--- src/axi_lite_pkg.sv ---
package axi_lite_pkg;

  // --------------------
  // response codes
  // --------------------

  typedef logic [1:0] axi_resp_t;

  localparam axi_resp_t RESP_OKAY   = 2'b00;
  localparam axi_resp_t RESP_SLVERR = 2'b10;  // decoded but failed, e.g. out of range

  // --------------------
  // channel payloads
  // --------------------

  typedef logic [31:0] axi_addr_t;

  // write data channel
  typedef struct packed {
    logic [31:0] data;
    logic [3:0]  strb;  // one bit per byte lane, bit 0 is the lowest byte
  } axi_w_t;

  // read data channel
  typedef struct packed {
    logic [31:0] data;
    axi_resp_t   resp;
  } axi_r_t;

endpackage

--- src/lsu_pkg.sv ---
package lsu_pkg;

  // --------------------
  // core side
  // --------------------

  typedef enum logic [1:0] {
    size_byte = 2'b00,
    size_half = 2'b01,
    size_word = 2'b10
  } access_size_t;

  typedef struct packed {
    logic         write;  // store when set, load otherwise
    access_size_t size;
    logic         sext;   // sign-extend a narrow load
    logic [31:0]  addr;
    logic [31:0]  wsrc;   // store value, right aligned
  } lsu_req_t;

  typedef struct packed {
    logic [31:0] rdata;
    logic        err;
  } lsu_result_t;

  // --------------------
  // internal ops
  // --------------------

  // what the load formatter needs to know about the access
  typedef struct packed {
    access_size_t size;
    logic         sext;
    logic [1:0]   offset;  // byte lane of the lowest accessed byte
  } load_fmt_t;

  typedef struct packed {
    logic                    write;
    axi_lite_pkg::axi_addr_t addr;
    axi_lite_pkg::axi_w_t    w;
    load_fmt_t               fmt;
  } bus_op_t;

endpackage

--- src/lsu_load_format.sv ---
`timescale 1ns/1ps

module lsu_load_format (
  input  logic                    clock,
  input  logic                    reset,
  input  logic                    bus_done,
  input  logic [31:0]             bus_rdata,
  input  axi_lite_pkg::axi_resp_t bus_resp,
  input  lsu_pkg::load_fmt_t      bus_fmt,
  output logic                    done,
  output lsu_pkg::lsu_result_t    result
);

  import axi_lite_pkg::*;
  import lsu_pkg::*;

  logic [31:0] shifted;
  logic [31:0] extended;

  assign shifted = bus_rdata >> {bus_fmt.offset, 3'b000};  // selected lane moves to bit 0

  always_comb begin
    case (bus_fmt.size)
      size_byte: begin
        extended = {{24{bus_fmt.sext & shifted[7]}}, shifted[7:0]};
      end
      size_half: begin
        extended = {{16{bus_fmt.sext & shifted[15]}}, shifted[15:0]};
      end
      size_word: begin
        extended = shifted;
      end
      default: begin
        extended = shifted;
      end
    endcase
  end

  always_ff @(posedge clock) begin
    if (reset) begin
      done <= 1'b0;
    end else begin
      done <= bus_done;
    end
  end

  always_ff @(posedge clock) begin
    if (bus_done) begin
      result.rdata <= extended;  // zero for stores since the bus data is zero
      result.err   <= (bus_resp == RESP_SLVERR);
    end
  end

endmodule

--- config.mk ---
export PLATFORM = sky130hd
export DESIGN_NAME = lsu_load_format
export DESIGN_NICKNAME = d
export VERILOG_FILES = /design/src/axi_lite_pkg.sv /design/src/lsu_pkg.sv /design/src/lsu_load_format.sv
export SDC_FILE = /design/constraint.sdc
export NUM_CORES = 1
export LEC_CHECK = 0
export BUFFER_PORTS_ARGS = -buffer_cell sky130_fd_sc_hd__buf_2
export CAP_MARGIN = 25
export CORE_ASPECT_RATIO = 1.5
export CORE_MARGIN = 10
export CORE_UTILIZATION = 31
export DETAILED_ROUTE_END_ITERATION = 6
export PLACE_DENSITY = 0.59
export SETUP_SLACK_MARGIN = 0.5
export SYNTH_ARGS = -nofsm -noshare
export SYNTH_HDL_FRONTEND = slang
export SYNTH_SLANG_ARGS = --single-unit
export TNS_END_PERCENT = 20
--- constraint.sdc ---
create_clock -name clock -period 1.4 [get_ports clock]
set_input_delay 0.28 -clock clock [delete_from_list [all_inputs] [get_ports clock]]
set_output_delay 0.28 -clock clock [all_outputs]
set_load 0.005 [all_outputs]
Word level (Yosys, flattened, before mapping)
Index checks and enable logic that the tools add are counted.

word-level totals
  flip-flop bits (word level) = 34
  input port bits = 42
  output and inout bits = 34

cells by class
  equal/unequal tests = 2
  shift operators = 1
  multiplexer cells = 1
  bitwise logic cells = 2
  reduce and logical (&&, ||, !) cells = 1

operators by type and width
  kind                count
  $pmux 32 s2         1
  $shr 32x5->32       1
  $and 1x1->1         2
  $eq 2x1->1 const B  1
  $eq 2x2->1 const B  1
  $logic_not 2->1     1

Logic depth before layout (Yosys ltp)
  depth in word-level cells = 3
  gate-level depth with buffers = 6

Worst setup path before layout
Ideal clock, no wire load.

  path type = input -> register
  start = input bus_fmt[1] (netlist name)
  end = register result[23] (netlist name) (data pin)
  library setup time = 0.274 ns
  arrival time = 1.157 ns
  data required time = 1.126 ns
  path slack = -0.031 ns
  cell stages on the path = 5
  cells stage by stage = buf_6 -> mux2_4 -> o221ai_4 -> buf_6 -> o22ai_2

on the way
  word-level cells in the longest chain between the ends = 3
  elaborated cells on any way between the ends = 4
  those cells by class = 1 x shift; 1 x mux; 2 x bitwise

RTL lines
  item                            RTL line                                      RTL
  start: declaration              lsu_load_format.sv:9                          input lsu_pkg::load_fmt_t bus_fmt,
  $shr 32x5->32 *                 lsu_load_format.sv:20                         assign shifted = bus_rdata >> {bus_fmt.offset, 3'b000};
  $and 1x1->1 (on tied branches)  lsu_load_format.sv:28, lsu_load_format.sv:25
  $pmux 32 s2 *                   lsu_load_format.sv:23                         case (bus_fmt.size)
  net extended[22]                lsu_load_format.sv:18                         logic [31:0] extended;
  end: declaration                lsu_load_format.sv:11                         output lsu_pkg::lsu_result_t result

Mark *: on every way through the listed nets, which the timed path passes. The rest lies on a longest branch.
A chain may end at the register's enable or synchronous reset.

Worst setup path in the final report
  start = register result[20] (netlist name)
  end = output result[20] (netlist name)

No word-level cell between the ends.

==> metrics <==
Fill cells 568; Switch Pwr 653 uW; Hold Vio Cnt, Final 0; status complete, no violations; vias in the first global route 1561; TritonCTS Buffers 5; post-route ant nets 0; Setup TNS Final 0 ns; initial antenna violation count 1; pwr dens 969 nW/um^2; cell family with most CP delay flip-flops; total die area 9450 sq um; CTS clk-pin slew, worst paths 0.07 ns; clock power share 0.277; top_reg_cell synth edfxtp_1; Root Driver clkbuf_8; Total GRT Usage 0.116; Post-CTS Hold Buffers 0; sequential cell area fraction in the yosys report 0.552; Arrival @ worst endpoint 0.85 ns; Reg area 1010 sq um; leading area contributor after synthesis edfxtp_1; Syn Inst Count 142; drt first-iter violations 93; max_cap viols 0; Setup-failing EPs final 0; Final Total Pwr 2520 uW; endpoint class of the critical path output pin; IO buf count 75; first-pass GRT wire length 8340 um; syn_area_per_cell 12.9 sq um; Top Ports 76; ANT cells 0; number of flops mapped to enable cells by yosys 33; # rows 34; Horiz. Die Dim 82.8 um; Worst setup SP type flip-flop; per-cell routed wire length 17.7 um; Leakage 0.00109 uW; CP Max Fanout 1; Flop pwr share 0.500; Hold Crit Class primary input to flip-flop; yosys warns 0; Area Growth Syn to Fin 41.9%; Yosys cell types 30; synth top area cells edfxtp_1 54%, mux2i_1 8.7%, a21oi_1 4.1%; H-tree levels 2; placed cells 294; final wirelength 5450 um; routability cong. 0.779; area occupied by multi-input gates 778 sq um; starting density of the core 0.317; via count 1503; post-DP HPWL 4140 um; drt drc 0; drt via density 4.90; Final period util 0.804; core box area 5790 sq um; buffers plus inverters on the worst setup path 1; worst hold slack 0.141 ns; CTS tree built; highest ir drop seen on vdd 0.473 mV; fraction of layout cells with a size suffix above 1 0.515; Post-synth ARST share 0; Finished Layout Cells 307; Rel. slew slack 0.760; clock sinks 34; RSZ-0062 raised after global routing true; share of Yosys cell area claimed by the top area cell type 0.541; grt ovf 0; Nets 276; worst path cell trace buf_2; kind of critical path flip-flop to output pin; Seq cells post-synth 34; Cell Int Power 1870 uW; maximum clock rate 0.888 GHz; Syn Nets 184; Netlist Area Pre-Place 1830 sq um; deepest clock path buffer count 2; minimum clock period 1.13 ns; drt pass-1 iters 4; Critical Path RT 1.12 ns; Sw Share 0.259; Comb pwr share 0.222; Die Y 114 um; actual slew at the worst max-slew pin 0.360 ns; Pins Over Slew Limit 0; largest net degree at the start of global routing 35; slowest cell delay on critical path 0.41 ns; CP max-delay cell edfxtp_1
[cells in the mapped netlist, types with 2 or more instances]
master,number
edfxtp_1,33
mux2i_1,16
a21oi_1,15
nor2b_1,11
o2bb2ai_1,8
a211oi_1,7
a21boi_0,7
o22ai_1,6
or2_2,6
buf_6,5
buf_2,3
clkbuf_1,2
nand2_1,2
nand2b_1,2
nor2_1,2
o22ai_2,2
or2_1,2
[per-stage QoR]
| stage | util | instance area (sq um) | setup slack, ns |
|---|---|---|---|
| floorplan | - | 1840 | -0.0187 |
| global placement | 0.412 | 2380 | -0.0741 |
| detailed placement | 0.412 | 2380 | -0.110 |
| CTS | 0.449 | 2600 | 0.251 |
| global route | 0.449 | 2600 | 0.240 |
| finish | 0.449 | 2600 | 0.274 |
[layout make-up]
| type | count | share of cell area |
|---|---|---|
| clock inverter | 3 | 0.00626 |
| multi-input combinational | 97 | 0.299 |
| tap | 72 | 0.0346 |
| clock buffer | 5 | 0.0265 |
| sequential | 34 | 0.389 |
| timing repair buffer | 96 | 0.244 |
[registers in the layout, indices dropped and copies added, names as in the netlist]
name / flops
done: 1
result: 33
[power by group through the flow]
stage	combinational [uW]	sequential [uW]	clock, uW
finish	560	1260	699
global route	614	1270	766
CTS	567	1260	728
detailed placement	518	1280	0
global placement	515	1280	0
floorplan	222	1300	0
[placed cells by master, fill, tap and decap left out, types with 2 or more instances in the layout]
cell and instances:
mux2i_1 15, o221ai_4 2, buf_4 15, clkbuf_8 5, a21oi_1 15, nor2_2 2
o2bb2ai_1 8, buf_12 6, or2_2 6, a211oi_1 7, nor2b_1 10, edfxtp_1 33
a21boi_1 5, or2_1 2, o22ai_2 2, nand2_1 2, buf_2 74, o22ai_1 6
[cells by family after synthesis]
group,synth area share
compound gates,0.200
xor+xnor,0.00478
buf+inv,0.0451
flops,0.552
mux,0.103
simple gates,0.0950
[path summary, 6_finish.rpt]
kind                                  from              end  cells past startpoint
worst max-delay path  result[20]$_DFFE_PP_       result[20]                      1
worst min-delay path                 reset  done$_SDFF_PP0_                      2
[metal layers]
| layer | routed length, um | vias up | GRT usage | share of wire |
|---|---|---|---|---|
| met4 | 112 | 0 | 0.0426 | 0.021 |
| met5 | 0 | - | 0 | 0 |
| met1 | 1980 | 700 | 0.122 | 0.36 |
| li1 | - | 740 | - | - |
| met3 | 453 | 7 | 0.0369 | 0.083 |
| met2 | 2900 | 56 | 0.205 | 0.53 |
[what timing repair did]
action / in CTS / in global routing
resized for setup: 16 / 1
cloned: 1 / 0
pin swaps: 1 / 0
endpoints found under the setup margin: 64 / 65
setup buffers: 4 / 0
No activity file was read; power rests on OpenSTA's default activity.
