File: src/axi_lite_pkg.sv
package axi_lite_pkg;

  // --------------------
  // response codes
  // --------------------

  typedef logic [1:0] axi_resp_t;

  localparam axi_resp_t RESP_OKAY   = 2'b00;
  localparam axi_resp_t RESP_SLVERR = 2'b10;  // decoded but failed, e.g. out of range

  // --------------------
  // channel payloads
  // --------------------

  typedef logic [31:0] axi_addr_t;

  // write data channel
  typedef struct packed {
    logic [31:0] data;
    logic [3:0]  strb;  // one bit per byte lane, bit 0 is the lowest byte
  } axi_w_t;

  // read data channel
  typedef struct packed {
    logic [31:0] data;
    axi_resp_t   resp;
  } axi_r_t;

endpackage

File: src/lsu_pkg.sv
package lsu_pkg;

  // --------------------
  // core side
  // --------------------

  typedef enum logic [1:0] {
    size_byte = 2'b00,
    size_half = 2'b01,
    size_word = 2'b10
  } access_size_t;

  typedef struct packed {
    logic         write;  // store when set, load otherwise
    access_size_t size;
    logic         sext;   // sign-extend a narrow load
    logic [31:0]  addr;
    logic [31:0]  wsrc;   // store value, right aligned
  } lsu_req_t;

  typedef struct packed {
    logic [31:0] rdata;
    logic        err;
  } lsu_result_t;

  // --------------------
  // internal ops
  // --------------------

  // what the load formatter needs to know about the access
  typedef struct packed {
    access_size_t size;
    logic         sext;
    logic [1:0]   offset;  // byte lane of the lowest accessed byte
  } load_fmt_t;

  typedef struct packed {
    logic                    write;
    axi_lite_pkg::axi_addr_t addr;
    axi_lite_pkg::axi_w_t    w;
    load_fmt_t               fmt;
  } bus_op_t;

endpackage

File: src/lsu_request_stage.sv
`timescale 1ns/1ps

module lsu_request_stage (
  input  logic              clock,
  input  logic              reset,
  input  logic              req_valid,
  input  lsu_pkg::lsu_req_t req,
  input  logic              bus_done,
  output logic              op_valid,
  output lsu_pkg::bus_op_t  op
);

  import lsu_pkg::*;

  logic        busy;
  logic        accept;
  logic [1:0]  offset;
  logic [3:0]  strb_next;
  logic [31:0] data_next;

  assign accept = req_valid && !busy;  // a strobe seen while busy is simply lost
  assign offset = req.addr[1:0];

  // --------------------
  // store lane placement
  // --------------------

  always_comb begin
    strb_next = 4'b0000;  // loads carry no strobe and no data
    data_next = 32'h0;
    if (req.write) begin
      case (req.size)
        size_byte: begin
          strb_next = 4'b0001 << offset;
          data_next = req.wsrc << {offset, 3'b000};
        end
        size_half: begin
          strb_next = 4'b0011 << offset;
          data_next = req.wsrc << {offset, 3'b000};
        end
        size_word: begin
          strb_next = 4'b1111;
          data_next = req.wsrc;
        end
        default: begin
          strb_next = 4'b0000;
          data_next = 32'h0;
        end
      endcase
    end
  end

  always_ff @(posedge clock) begin
    if (reset) begin
      busy     <= 1'b0;
      op_valid <= 1'b0;
    end else begin
      op_valid <= accept;
      if (accept) begin
        busy <= 1'b1;
      end else if (bus_done) begin
        busy <= 1'b0;  // bus side finished, next request may come in
      end
    end
  end

  always_ff @(posedge clock) begin
    if (accept) begin
      op.write      <= req.write;
      op.addr       <= req.addr;
      op.w.data     <= data_next;
      op.w.strb     <= strb_next;
      op.fmt.size   <= req.size;
      op.fmt.sext   <= req.sext;
      op.fmt.offset <= offset;
    end
  end

endmodule

File: config.mk
export PLATFORM = sky130hd
export DESIGN_NAME = lsu_request_stage
export DESIGN_NICKNAME = d
export VERILOG_FILES = /design/src/axi_lite_pkg.sv /design/src/lsu_pkg.sv /design/src/lsu_request_stage.sv
export SDC_FILE = /design/constraint.sdc
export NUM_CORES = 1
export LEC_CHECK = 0
export ABC_AREA = 0
export BUFFER_PORTS_ARGS = -buffer_cell sky130_fd_sc_hd__buf_2
export CAP_MARGIN = 30
export CORE_MARGIN = 2
export CORE_UTILIZATION = 27
export DETAILED_ROUTE_END_ITERATION = 10
export PLACE_DENSITY_LB_ADDON = 0.05
export SLEW_MARGIN = 25
export SYNTH_ARGS = -nofsm -noshare
export SYNTH_HDL_FRONTEND = slang
export SYNTH_SLANG_ARGS = --single-unit
File: constraint.sdc
create_clock -name clock -period 6.4 [get_ports clock]
set_input_delay 1.6 -clock clock [delete_from_list [all_inputs] [get_ports clock]]
set_output_delay 1.6 -clock clock [all_outputs]
set_load 0.1 [all_outputs]
# Yosys cells after proc, flatten, opt, wreduce, memory -nomap -nowiden
# Index checks and enable logic that the tools add are counted.
[op_classes] eq_ne=2 shift=3 n_mux=4 reduce_logical=5
[ops] op="32-bit one-hot mux with 2 select lines" n=1
[ops] op="32-bit by 5-bit left shift with 32-bit output" n=1
[ops] op="4-bit one-hot mux with 3 select lines" n=1
[ops] op="1-bit by 2-bit left shift with 4-bit output, first input constant" n=1
[ops] op="2-bit by 2-bit left shift with 4-bit output, first input constant" n=1
[ops] op="2-bit by 1-bit equality test with 1-bit output, second input constant" n=1
[ops] op="2-bit equality test, second input constant" n=1
[ops] op="2-bit logical NOT" n=1
[ops] op="1-bit two-way mux" n=2
[ops] op="2-bit nonzero test" n=1
[ops] op="2-bit OR reduction" n=1
[ops] op="1-bit logical AND" n=1
[ops] op="1-bit logical NOT" n=1
[totals] register_bits=76 input_bits=72 output_inout_bits=75 word_cells=23

# Longest topological paths before layout
[depth] ltp_word=3 ltp_mapped=6 depth_no_buf=3

# Worst setup path after synthesis
# OpenSTA, ideal clock, no wires.
[synth_timing] path_type="input to register" from="in req_valid" to="reg op[10] in the netlist's numbering, enable pin" setup_time_ps=512 t_arrival_ps=4776 t_required_ps=5888 setup_slack_ps=1113 stages=1 n_path_buf=0 cell_sequence="nor2b_1"
[synth_between] elab_chain_len=1
[synth_lines] item="from (decl)" line_no="lsu_request_stage.sv:6" text="input logic req_valid,"
[synth_lines] item="1-bit logical AND" line_no="lsu_request_stage.sv:21" text="assign accept = req_valid && !busy;"
[synth_lines] item="to (decl)" line_no="lsu_request_stage.sv:10" text="output lsu_pkg::bus_op_t op"
# No other way between the ends.
# A chain may end at the register's enable or synchronous reset.

# Worst setup path after layout
[layout_timing] from="in req[32] in the netlist's numbering" to="reg op[38] in the netlist's numbering, data pin"
[layout_between] elab_chain_len=2
[layout_lines] item="from (decl)" line_no="lsu_request_stage.sv:7" text="input lsu_pkg::lsu_req_t req,"
[layout_lines] item="32-bit by 5-bit left shift with 32-bit output" line_no="lsu_request_stage.sv:35, lsu_request_stage.sv:39"
[layout_lines] item="32-bit one-hot mux with 2 select lines" line_no="lsu_request_stage.sv:32" text="case (req.size)"
# No other way between the ends.

==> reports/summary.txt <==
Post-synth EDFFs: 72
worst min path class: reg2reg
status: completed
Critical Path RT: 6.61 ns
CP Class: in2reg
Syn Inst Count: 168
drt first pass iters: 4
flops & latches, synth: 74
CTS Buf Count: 9
Core Box Area: 10700 um^2
Post-CTS Hold Buffers: 0
vias in the first global route: 1967
RSZ-0062 raised after global routing: false
clk sinks: 74
final cell count without fillers: 460
Routed Antenna Nets: 0
Clock transition at path regs: 0.09 ns
# rows: 38
largest net degree at the start of global routing: 44
worst-path fanout max: 19
die width: 109 um
Die H: 109 um
initial antenna violation count: 1
Post-DP HPWL: 5250 um
diode count: 0
mapped cell area: 2950 um^2
Crit. End Element: register
Setup crit start kind: input port
routed vias/inst: 4.33
first-pass GRT wire length: 10900 um
Syn Area/Cell: 17.6 um^2
synth unique cells: 26
Clock Skew: 0.0106 ns
syn_nets: 240
Leak: 1.66 nW
TritonCTS clock tree: done
Seq/Total Area, Yosys: 74.6%
Slew HR: 39.8%
Max Cap Violations: 0
WP data arrival: 3.34 ns
Commonest cells post-synth: edfxtp_1, a22o_1, a21oi_1
most numerous cell in the Yosys netlist: edfxtp_1
synth top area cells: edfxtp_1, a22o_1, o2bb2ai_2
layout cells sized above 1: 54.4%
P per Cell Area: 329 nW/um^2
Synth Flop Type: edfxtp_1
port bufs: 146
total grt overflow: 0
Synth Warn #: 0
CTS Buffer Depth: 2
VDD IR max: 129 uV
Final Hold Fails: 0
area leader, netlist: edfxtp_1
setup TNS: 0 ns
Via Count: 1993
io pins: 147
FFs w/ async S/R, synth: 0%
Final min period: 3.13 ns
Starting DRT DRC Count: 98
fill count: 1097
Final setup violation count: 0
DR DRC count: 0
post-cts sizing count: 0
Synth top area share: 73.2%
Routed WL: 7450 um
Initial Util: 27.5%
wire per inst: 16.2 um
dpl cells: 444
Root Buffer: clkbuf_8
nets@finish: 387
RePlAce Congestion: 0.694
Final Cycle Share: 48.9%
synth-to-layout area growth: 35.4%
Slew @ Worst Pin: 0.901 ns
fmax: 320 MHz
gr usage total: 12.5%
Max H-tree Level: 3
fin. max-slew vios: 0
die area: 11800 um^2
later-pin clock latency in the skew report: 0.34 ns
setup bufs post-CTS: 0
[flip-flops by register name (all words and copies together) (netlist names)]
register / cells
op_valid: 1
busy: 1
op: 72
[routing by layer]
layer	wire (um)	vias up	track usage (%)
li1	-	964	-
met1	3160	925	15.4
met2	3480	91	20.1
met3	693	11	4.40
met4	95	2	4.95
met5	17	-	0
[placed cells by master, fill, tap and decap left out, types with 2 or more instances in the layout]
master	count
a211oi_1	2
a21oi_1	12
a221o_1	3
a22o_1	13
a22oi_1	8
and2_1	8
buf_2	146
buf_4	2
bufinv_16	2
clkbuf_8	9
dfxtp_1	2
edfxtp_1	72
inv_6	3
mux2i_1	8
nand2_1	2
nand3b_1	2
nor2_1	5
nor2b_1	3
o2bb2ai_1	2
o2bb2ai_2	6
[report_power, final]
part / internal (W) / switching, W
logic: 0.0000532 / 0.000279
registers: 0.000569 / 0.00000740
clock network: 0.000223 / 0.000184
total: 0.000845 / 0.000470
[final cells by class]
cell class / count / area, um^2 / area share, %
Clock inverter: 7 / 98.8 / 2.47
Clock buffer: 9 / 124 / 3.10
Sequential cell: 74 / 2200 / 55.1
Multi-Input combinational cell: 81 / 648 / 16.2
Inverter: 1 / 3.75 / 0.0939
Timing Repair Buffer: 148 / 746 / 18.7
Tap cell: 140 / 175 / 4.38
[worst max-delay path, stage by stage]
cell     delay [ns]
buf_2          0.40
nor2b_1        0.79
and2_4         0.37
a221o_1        0.17
[kinds of logic (layout without fill, tap and decap cells)]
logic type	count (synthesis)	after routing	share of synthesized area, %
flops	74	74	74.6
compound gates	49	49	14.2
simple gates	24	24	4.75
buf+inv	13	165	3.73
mux	8	8	2.71
[path summary, 6_finish.rpt]
check                end  depth (start not counted)  slack (ns)  startpoint
setup / recovery  op[38]                          4        3.27     req[32]
hold / removal      busy                          1        0.53        busy
setup reg to reg  op[32]                          2        4.36        busy
hold reg to reg     busy                          1        0.53        busy
[stage by stage]
stage	instance area, um^2	setup slack, ns	hold WS (ns)	total power [W]	util (%)
6_report	4000	3.27	0.525	0.00132	37.2
5_1_grt	4000	3.17	0.571	0.00137	37.2
4_1_cts	4000	3.26	0.530	0.00134	37.2
3_5_place_dp	3770	2.91	0.521	0.000923	35.1
3_3_place_gp	3770	2.87	0.519	0.000924	35.1
2_1_floorplan	2950	1.11	0.434	0.000860	-
(Power assumes the default switching activity.)
