### src/axi_lite_pkg.sv
package axi_lite_pkg;

  // --------------------
  // response codes
  // --------------------

  typedef logic [1:0] axi_resp_t;

  localparam axi_resp_t RESP_OKAY   = 2'b00;
  localparam axi_resp_t RESP_SLVERR = 2'b10;  // decoded but failed, e.g. out of range

  // --------------------
  // channel payloads
  // --------------------

  typedef logic [31:0] axi_addr_t;

  // write data channel
  typedef struct packed {
    logic [31:0] data;
    logic [3:0]  strb;  // one bit per byte lane, bit 0 is the lowest byte
  } axi_w_t;

  // read data channel
  typedef struct packed {
    logic [31:0] data;
    axi_resp_t   resp;
  } axi_r_t;

endpackage

### src/lsu_pkg.sv
package lsu_pkg;

  // --------------------
  // core side
  // --------------------

  typedef enum logic [1:0] {
    size_byte = 2'b00,
    size_half = 2'b01,
    size_word = 2'b10
  } access_size_t;

  typedef struct packed {
    logic         write;  // store when set, load otherwise
    access_size_t size;
    logic         sext;   // sign-extend a narrow load
    logic [31:0]  addr;
    logic [31:0]  wsrc;   // store value, right aligned
  } lsu_req_t;

  typedef struct packed {
    logic [31:0] rdata;
    logic        err;
  } lsu_result_t;

  // --------------------
  // internal ops
  // --------------------

  // what the load formatter needs to know about the access
  typedef struct packed {
    access_size_t size;
    logic         sext;
    logic [1:0]   offset;  // byte lane of the lowest accessed byte
  } load_fmt_t;

  typedef struct packed {
    logic                    write;
    axi_lite_pkg::axi_addr_t addr;
    axi_lite_pkg::axi_w_t    w;
    load_fmt_t               fmt;
  } bus_op_t;

endpackage

### src/lsu_bus_master.sv
`timescale 1ns/1ps

module lsu_bus_master (
  input  logic                    clock,
  input  logic                    reset,
  input  logic                    op_valid,
  input  lsu_pkg::bus_op_t        op,
  // read address
  output logic                    arvalid,
  output axi_lite_pkg::axi_addr_t araddr,
  input  logic                    arready,
  // read data
  input  logic                    rvalid,
  input  axi_lite_pkg::axi_r_t    r,
  output logic                    rready,
  // write address
  output logic                    awvalid,
  output axi_lite_pkg::axi_addr_t awaddr,
  input  logic                    awready,
  // write data
  output logic                    wvalid,
  output axi_lite_pkg::axi_w_t    w,
  input  logic                    wready,
  // write response
  input  logic                    bvalid,
  input  axi_lite_pkg::axi_resp_t bresp,
  output logic                    bready,
  // towards the load formatter
  output logic                    bus_done,
  output logic [31:0]             bus_rdata,
  output axi_lite_pkg::axi_resp_t bus_resp,
  output lsu_pkg::load_fmt_t      bus_fmt
);

  import lsu_pkg::*;

  typedef enum logic [2:0] {
    st_idle,
    st_read_addr,
    st_read_data,
    st_write_addr,
    st_write_data,
    st_write_resp
  } state_t;

  state_t  state;
  bus_op_t op_q;

  assign araddr  = op_q.addr;
  assign awaddr  = op_q.addr;
  assign w       = op_q.w;
  assign bus_fmt = op_q.fmt;

  // --------------------
  // channel sequencing
  // --------------------

  always_ff @(posedge clock) begin
    if (reset) begin
      state    <= st_idle;
      arvalid  <= 1'b0;
      rready   <= 1'b0;
      awvalid  <= 1'b0;
      wvalid   <= 1'b0;
      bready   <= 1'b0;
      bus_done <= 1'b0;
    end else begin
      bus_done <= 1'b0;  // single-cycle strobe
      case (state)
        st_idle: begin
          if (op_valid && op.write) begin
            awvalid <= 1'b1;
            state   <= st_write_addr;
          end else if (op_valid) begin
            arvalid <= 1'b1;
            state   <= st_read_addr;
          end
        end
        st_read_addr: begin
          if (arready) begin
            arvalid <= 1'b0;
            rready  <= 1'b1;
            state   <= st_read_data;
          end
        end
        st_read_data: begin
          if (rvalid) begin
            rready   <= 1'b0;
            bus_done <= 1'b1;
            state    <= st_idle;
          end
        end
        st_write_addr: begin
          if (awready) begin
            awvalid <= 1'b0;
            wvalid  <= 1'b1;
            state   <= st_write_data;
          end
        end
        st_write_data: begin
          if (wready) begin
            wvalid <= 1'b0;
            bready <= 1'b1;
            state  <= st_write_resp;
          end
        end
        st_write_resp: begin
          if (bvalid) begin
            bready   <= 1'b0;
            bus_done <= 1'b1;
            state    <= st_idle;
          end
        end
        default: state <= st_idle;
      endcase
    end
  end

  // op and response payload
  always_ff @(posedge clock) begin
    if (state == st_idle && op_valid) begin
      op_q <= op;
    end
    if (state == st_read_data && rvalid) begin
      bus_rdata <= r.data;
      bus_resp  <= r.resp;
    end
    if (state == st_write_resp && bvalid) begin
      bus_rdata <= 32'h0;  // stores return no data
      bus_resp  <= bresp;
    end
  end

endmodule

### config.mk
export PLATFORM = sky130hd
export DESIGN_NAME = lsu_bus_master
export DESIGN_NICKNAME = d
export VERILOG_FILES = /design/src/axi_lite_pkg.sv /design/src/lsu_pkg.sv /design/src/lsu_bus_master.sv
export SDC_FILE = /design/constraint.sdc
export NUM_CORES = 1
export LEC_CHECK = 0
export BUFFER_PORTS_ARGS = -buffer_cell sky130_fd_sc_hd__buf_2
export CORE_MARGIN = 3
export CORE_UTILIZATION = 44
export CTS_BUF_LIST = sky130_fd_sc_hd__clkbuf_8
export DETAILED_ROUTE_END_ITERATION = 6
export GPL_TIMING_DRIVEN = 1
export MAX_ROUTING_LAYER = met4
export PLACE_DENSITY_LB_ADDON = 0.12
export SLEW_MARGIN = 40
export SYNTH_ARGS = -nofsm -noshare
export SYNTH_HDL_FRONTEND = slang
export SYNTH_SLANG_ARGS = --single-unit
### constraint.sdc
create_clock -name clock -period 8.2 [get_ports clock]
set_input_delay 1.64 -clock clock [delete_from_list [all_inputs] [get_ports clock]]
set_output_delay 1.64 -clock clock [all_outputs]
set_load 0.02 [all_outputs]
## Yosys cells after proc, flatten, opt, wreduce, memory -nomap -nowiden

Index checks and enable logic that the tools add are counted.

- Reduce and logical (&&, ||, !) cells: 17
- Mux-type cells: 29
- Equality and inequality tests: 14

Operators by type and width:

| cell | number |
|---|---|
| 3-bit 2-to-1 mux | 7 |
| 3-bit case mux with 6 select lines | 1 |
| 2-bit != test, second input constant | 8 |
| 1-bit 2-to-1 mux | 13 |
| 1-bit case mux with 2 select lines | 6 |
| 3-bit AND reduction | 4 |
| 2-bit nonzero test | 6 |
| 3-bit by 2-bit equality test with 1-bit output, second input constant | 2 |
| 3-bit equality test, second input constant | 2 |
| 6-bit AND reduction | 1 |
| 1-bit logical AND | 4 |
| 2-bit 2-to-1 mux | 2 |
| 4-bit AND reduction | 1 |
| 3-bit by 1-bit equality test with 1-bit output, second input constant | 1 |
| 3-bit zero test | 1 |
| 3-bit != test, second input constant | 1 |

- Word-level logic and storage cells: 75
- Output and inout bits: 145
- Input bits: 118
- Register bits after elaboration: 116

## Logic depth before layout (Yosys ltp)

- Depth after elaboration: 4
- Depth in mapped cells: 6
- Gate-level depth less buffers: 3

## Worst setup path after synthesis

Ideal clock, no wire load.

- Path kind: input to register
- From: input port op_valid
- To: register awvalid
- Required time: 8.111 ns
- Arrival: 6.278 ns
- Library setup time: 0.089 ns
- Cell stages on the path: 3
- Path slack: 1.833 ns
- Cells stage by stage: nor4b_2 -> a21oi_1 -> nor3_1

- Cells in the longest elaborated chain, start to end: 3

Ends and longest elaborated chain:

| what | line | RTL |
|---|---|---|
| start: declaration | lsu_bus_master.sv:6 | `input logic op_valid,` |
| 1-bit logical AND | lsu_bus_master.sv:71 | `if (op_valid && op.write) begin` |
| 2-bit != test (no line) | n/a |  |
| 3-bit AND reduction (no line) | n/a |  |
| end signal: assignment | lsu_bus_master.sv:63 | `awvalid <= 1'b0;` |
| end signal: assignment | lsu_bus_master.sv:72 | `awvalid <= 1'b1;` |
| end signal: assignment | lsu_bus_master.sv:95 | `awvalid <= 1'b0;` |
| end: declaration | lsu_bus_master.sv:17 | `output logic awvalid,` |

Every way passes these cells.
A chain may end at the register's enable or synchronous reset.

## Final worst setup path

Ends and elaborated chain as after synthesis.

==> summary.md <==
| Metric | Value |
|---|---|
| RSZ-0062 raised after global routing | no |
| Drt total wl | approximately 10000 µm |
| Mean post-synth cell area | between 10 and 15 µm² |
| Register Area | approximately 3100 µm² |
| Max-slew violation count | 0 |
| Vias in the first global route | a little under 3000 |
| CTS tree | done |
| Post-place setup slack | 4.860 ns |
| Top_reg_cell synth | edfxtp_1 |
| Max-Cap Viols | 0 |
| Global-route wire length before repair | 14260 µm |
| Clk pwr share | between 20% and 30% |
| # Post-CTS Setup Buffers | 0 |
| Crit end category | flop |
| Sw Ratio | roughly a third |
| # DRC | 0 |
| Die Width | between 100 and 150 µm |
| Filler cell count | approximately 730 |
| P_int | 1.144 mW |
| Area share of the leading cell type in the synthesized netlist | between 50% and 60% |
| Psw | 0.5272 mW |
| GRT Util Overall | between 10% and 20% |
| Critical Path RT | roughly 8.5 ns |
| Clk_skew | roughly 0.013 ns |
| Worst Slack Setup Final | between 5 and 6 ns |
| CP startpoint kind | primary input |
| WS Path Type | primary input to flop |
| Post-synth top cells | edfxtp_1 (75), nand2_1 (66), dfxtp_1 (41) |
| Gate power share | about a quarter |
| Gate Count Post-Synth | 298 |
| Inserted Diodes | 0 |
| Final-report setup violation count | 0 |
| Synth Register Bits | 116 |
| Share of layout cells above drive strength 1 | between 50% and 60% |
| Cell taking the most area after synthesis | edfxtp_1 |
| CP Data Arrival Time | around 3.0 ns |
| Drt first pass iters | 4 |
| Most frequent cell after synthesis | edfxtp_1 |
| Status | finished clean |
| Initial antenna violation count | 0 |
| Post-synthesis sequential area ratio | between 70 and 80% |
| VDD IR max | 0.0001464 V |
| Hold Path Class | flop to flop |
| # clock sinks | approximately 120 |
| Final HPWL from detailed placement | approximately 7600 µm |
| Initial DRC count | 63 |
| Leading post-synthesis cells by cell area | edfxtp_1 (55%), dfxtp_1 (20%), buf_4 (6.6%), nand2_1 (6.1%), a21oi_1 (4.7%) |
| CP max FO | 70 |
| Final worst path period need | between 2 and 3 ns |
| Setup TNS | 0 ns |
| Netlist Area Pre-Place | approximately 4100 µm² |
| Via count | around 3000 |
| Starting Density | approximately 46% |
| Inserted Clock Buffers | 17 |
| Synth unique cells | 31 |
| Pleak | ~2.6 nW |
| Die Area | approximately 10000 µm² |
| Post-CTS Hold Fix Bufs | 0 |
| Worst slew margin | 52.59% |
| Drt wl/cell | ~16 µm |
| Total grt overflow | 0 |
| Final hold violation count | 0 |
| CTS Buffer Depth | 2 |
| Synth async-reset ratio | 0% |
| Std cell rows | 34 |
| Area Growth Syn to Fin | 37.18% |
| Post-route ant nets | 0 |
| Post-synth EDFFs | 75 |
| Number of I/O pins | approximately 260 |
| Flop pwr share | a little under half |
| Worst-margin pin slew | 0.7112 ns |
| Final nets | approximately 650 |
| Cts repair resizes | 0 |
| Core area | 8848 µm² |
| Max frequency | ~370 MHz |
| Via/cell ratio | 4.718 |
| Net Count, Synth | approximately 420 |
| Clk root buf | clkbuf_8 |
| Period utilization | between 30% and 40% |
| Area of the multi-input gates | 685.7 µm² |
| Max H-tree Level | 4 |
| Routability congestion estimate | 0.7630 |
| Worst-path clk slew | about 0.070 ns |
| Worst hold slack | between 0.4 and 0.5 ns |
| Clk Latency, worst-skew pair | between 0.4 and 0.5 ns |
| Die Y | 102.3 µm |
| # port buffers | between 200 and 300 |
| P per Cell Area | 298.8 nW/µm² |
| Synthesis Warnings | 0 |
| Largest net degree at the start of global routing | 71 |
## flip-flops by register name (all words and copies together), names as in the netlist
| register | flops |
|---|---|
| w | 36 |
| araddr | 32 |
| bus_rdata | 32 |
| bus_fmt | 5 |
| state | 3 |
| bus_resp | 2 |
| arvalid | 1 |
| awvalid | 1 |
| bready | 1 |
| bus_done | 1 |
| rready | 1 |
| wvalid | 1 |
## layer usage
metal / share of wire, % / global-route usage, % / routed length, µm / vias to the layer above
met5: 0 / - / 0 / -
met4: 1.5 / 7.669 / 158 / 0
met3: 8.1 / 6.075 / 825 / 11
met2: 54 / 32.43 / 5480 / 161
met1: 37 / 20.42 / 3764 / 1436
li1: - / - / - / 1482
## cell families (layout without fill, tap and decap cells)
kind of cell | count (synthesis) | after routing | share of synthesized area, %
DFF | 116 | 116 | 75.34
and+or+nand+nor | 84 | 84 | 9.387
buffers and inverters | 49 | 298 | 8.129
AOI/OAI and AO/OA | 45 | 45 | 6.074
muxes | 4 | 4 | 1.074
## worst paths after layout
| path | from | endpoint | slack [ns] | cells past startpoint |
|---|---|---|---|---|
| worst max register to register | state[2]$_SDFFE_PP0P_ | bus_resp[1]$_DFFE_PP_ | 6.21 | 4 |
| worst min-delay path | bus_rdata[15]$_SDFFE_PP0P_ | bus_rdata[15]$_SDFFE_PP0P_ | 0.45 | 2 |
| worst max-delay path | op_valid | awvalid$_SDFFE_PP0P_ | 5.51 | 5 |
| worst min register to register | bus_rdata[15]$_SDFFE_PP0P_ | bus_rdata[15]$_SDFFE_PP0P_ | 0.45 | 2 |
## metrics by stage
step | power (mW) | cell area, µm² | instances | util, %
2_1_floorplan | 1.070 | 4079 | 298 | -
3_3_place_gp | 1.207 | 5235 | 624 | 59.16
3_5_place_dp | 1.216 | 5235 | 624 | 59.16
4_1_cts | 1.691 | 5592 | 655 | 63.19
5_1_grt | 1.757 | 5595 | 655 | 63.24
6_report | 1.672 | 5595 | 655 | 63.24
## critical path, cell delays in order
cell and delay, ns:
buf_2 0.11, nor4b_4 0.37, buf_6 0.56, a21oi_1 0.15, nor3_1 0.18
## cells in the final DEF, fill, tap and decap left out, types with 2 or more instances in the layout
| cell | count |
|---|---|
| edfxtp_1 | 75 |
| inv_1 | 4 |
| a2111oi_1 | 2 |
| buf_2 | 262 |
| nor3_1 | 2 |
| a21oi_1 | 38 |
| buf_4 | 2 |
| bufinv_16 | 2 |
| clkbuf_8 | 17 |
| dfxtp_1 | 41 |
| nand2b_1 | 3 |
| clkinvlp_4 | 2 |
| clkinv_1 | 3 |
| nor2_1 | 2 |
| clkinv_2 | 4 |
| nand2_1 | 66 |
| mux2_1 | 2 |
| nor2b_2 | 2 |
## power by group through the flow
stage,combinational [mW],clock (mW),sequential (mW)
after global routing,0.444,0.511,0.803
after global placement,0.409,0,0.798
after floorplan,0.131,0,0.939
after detailed placement,0.414,0,0.802
final,0.409,0.473,0.789
after CTS,0.414,0.486,0.791
## final cells by class
| class | count | share of cell area (%) |
|---|---|---|
| Clock buffer | 17 | 4.182 |
| Multi-Input combinational cell | 133 | 12.25 |
| Tap cell | 108 | 2.415 |
| Inverter | 2 | 0.1342 |
| Clock inverter | 14 | 2.191 |
| Sequential cell | 116 | 54.92 |
| Timing Repair Buffer | 265 | 23.90 |
Note: power is estimated with default switching activity, not from simulation.
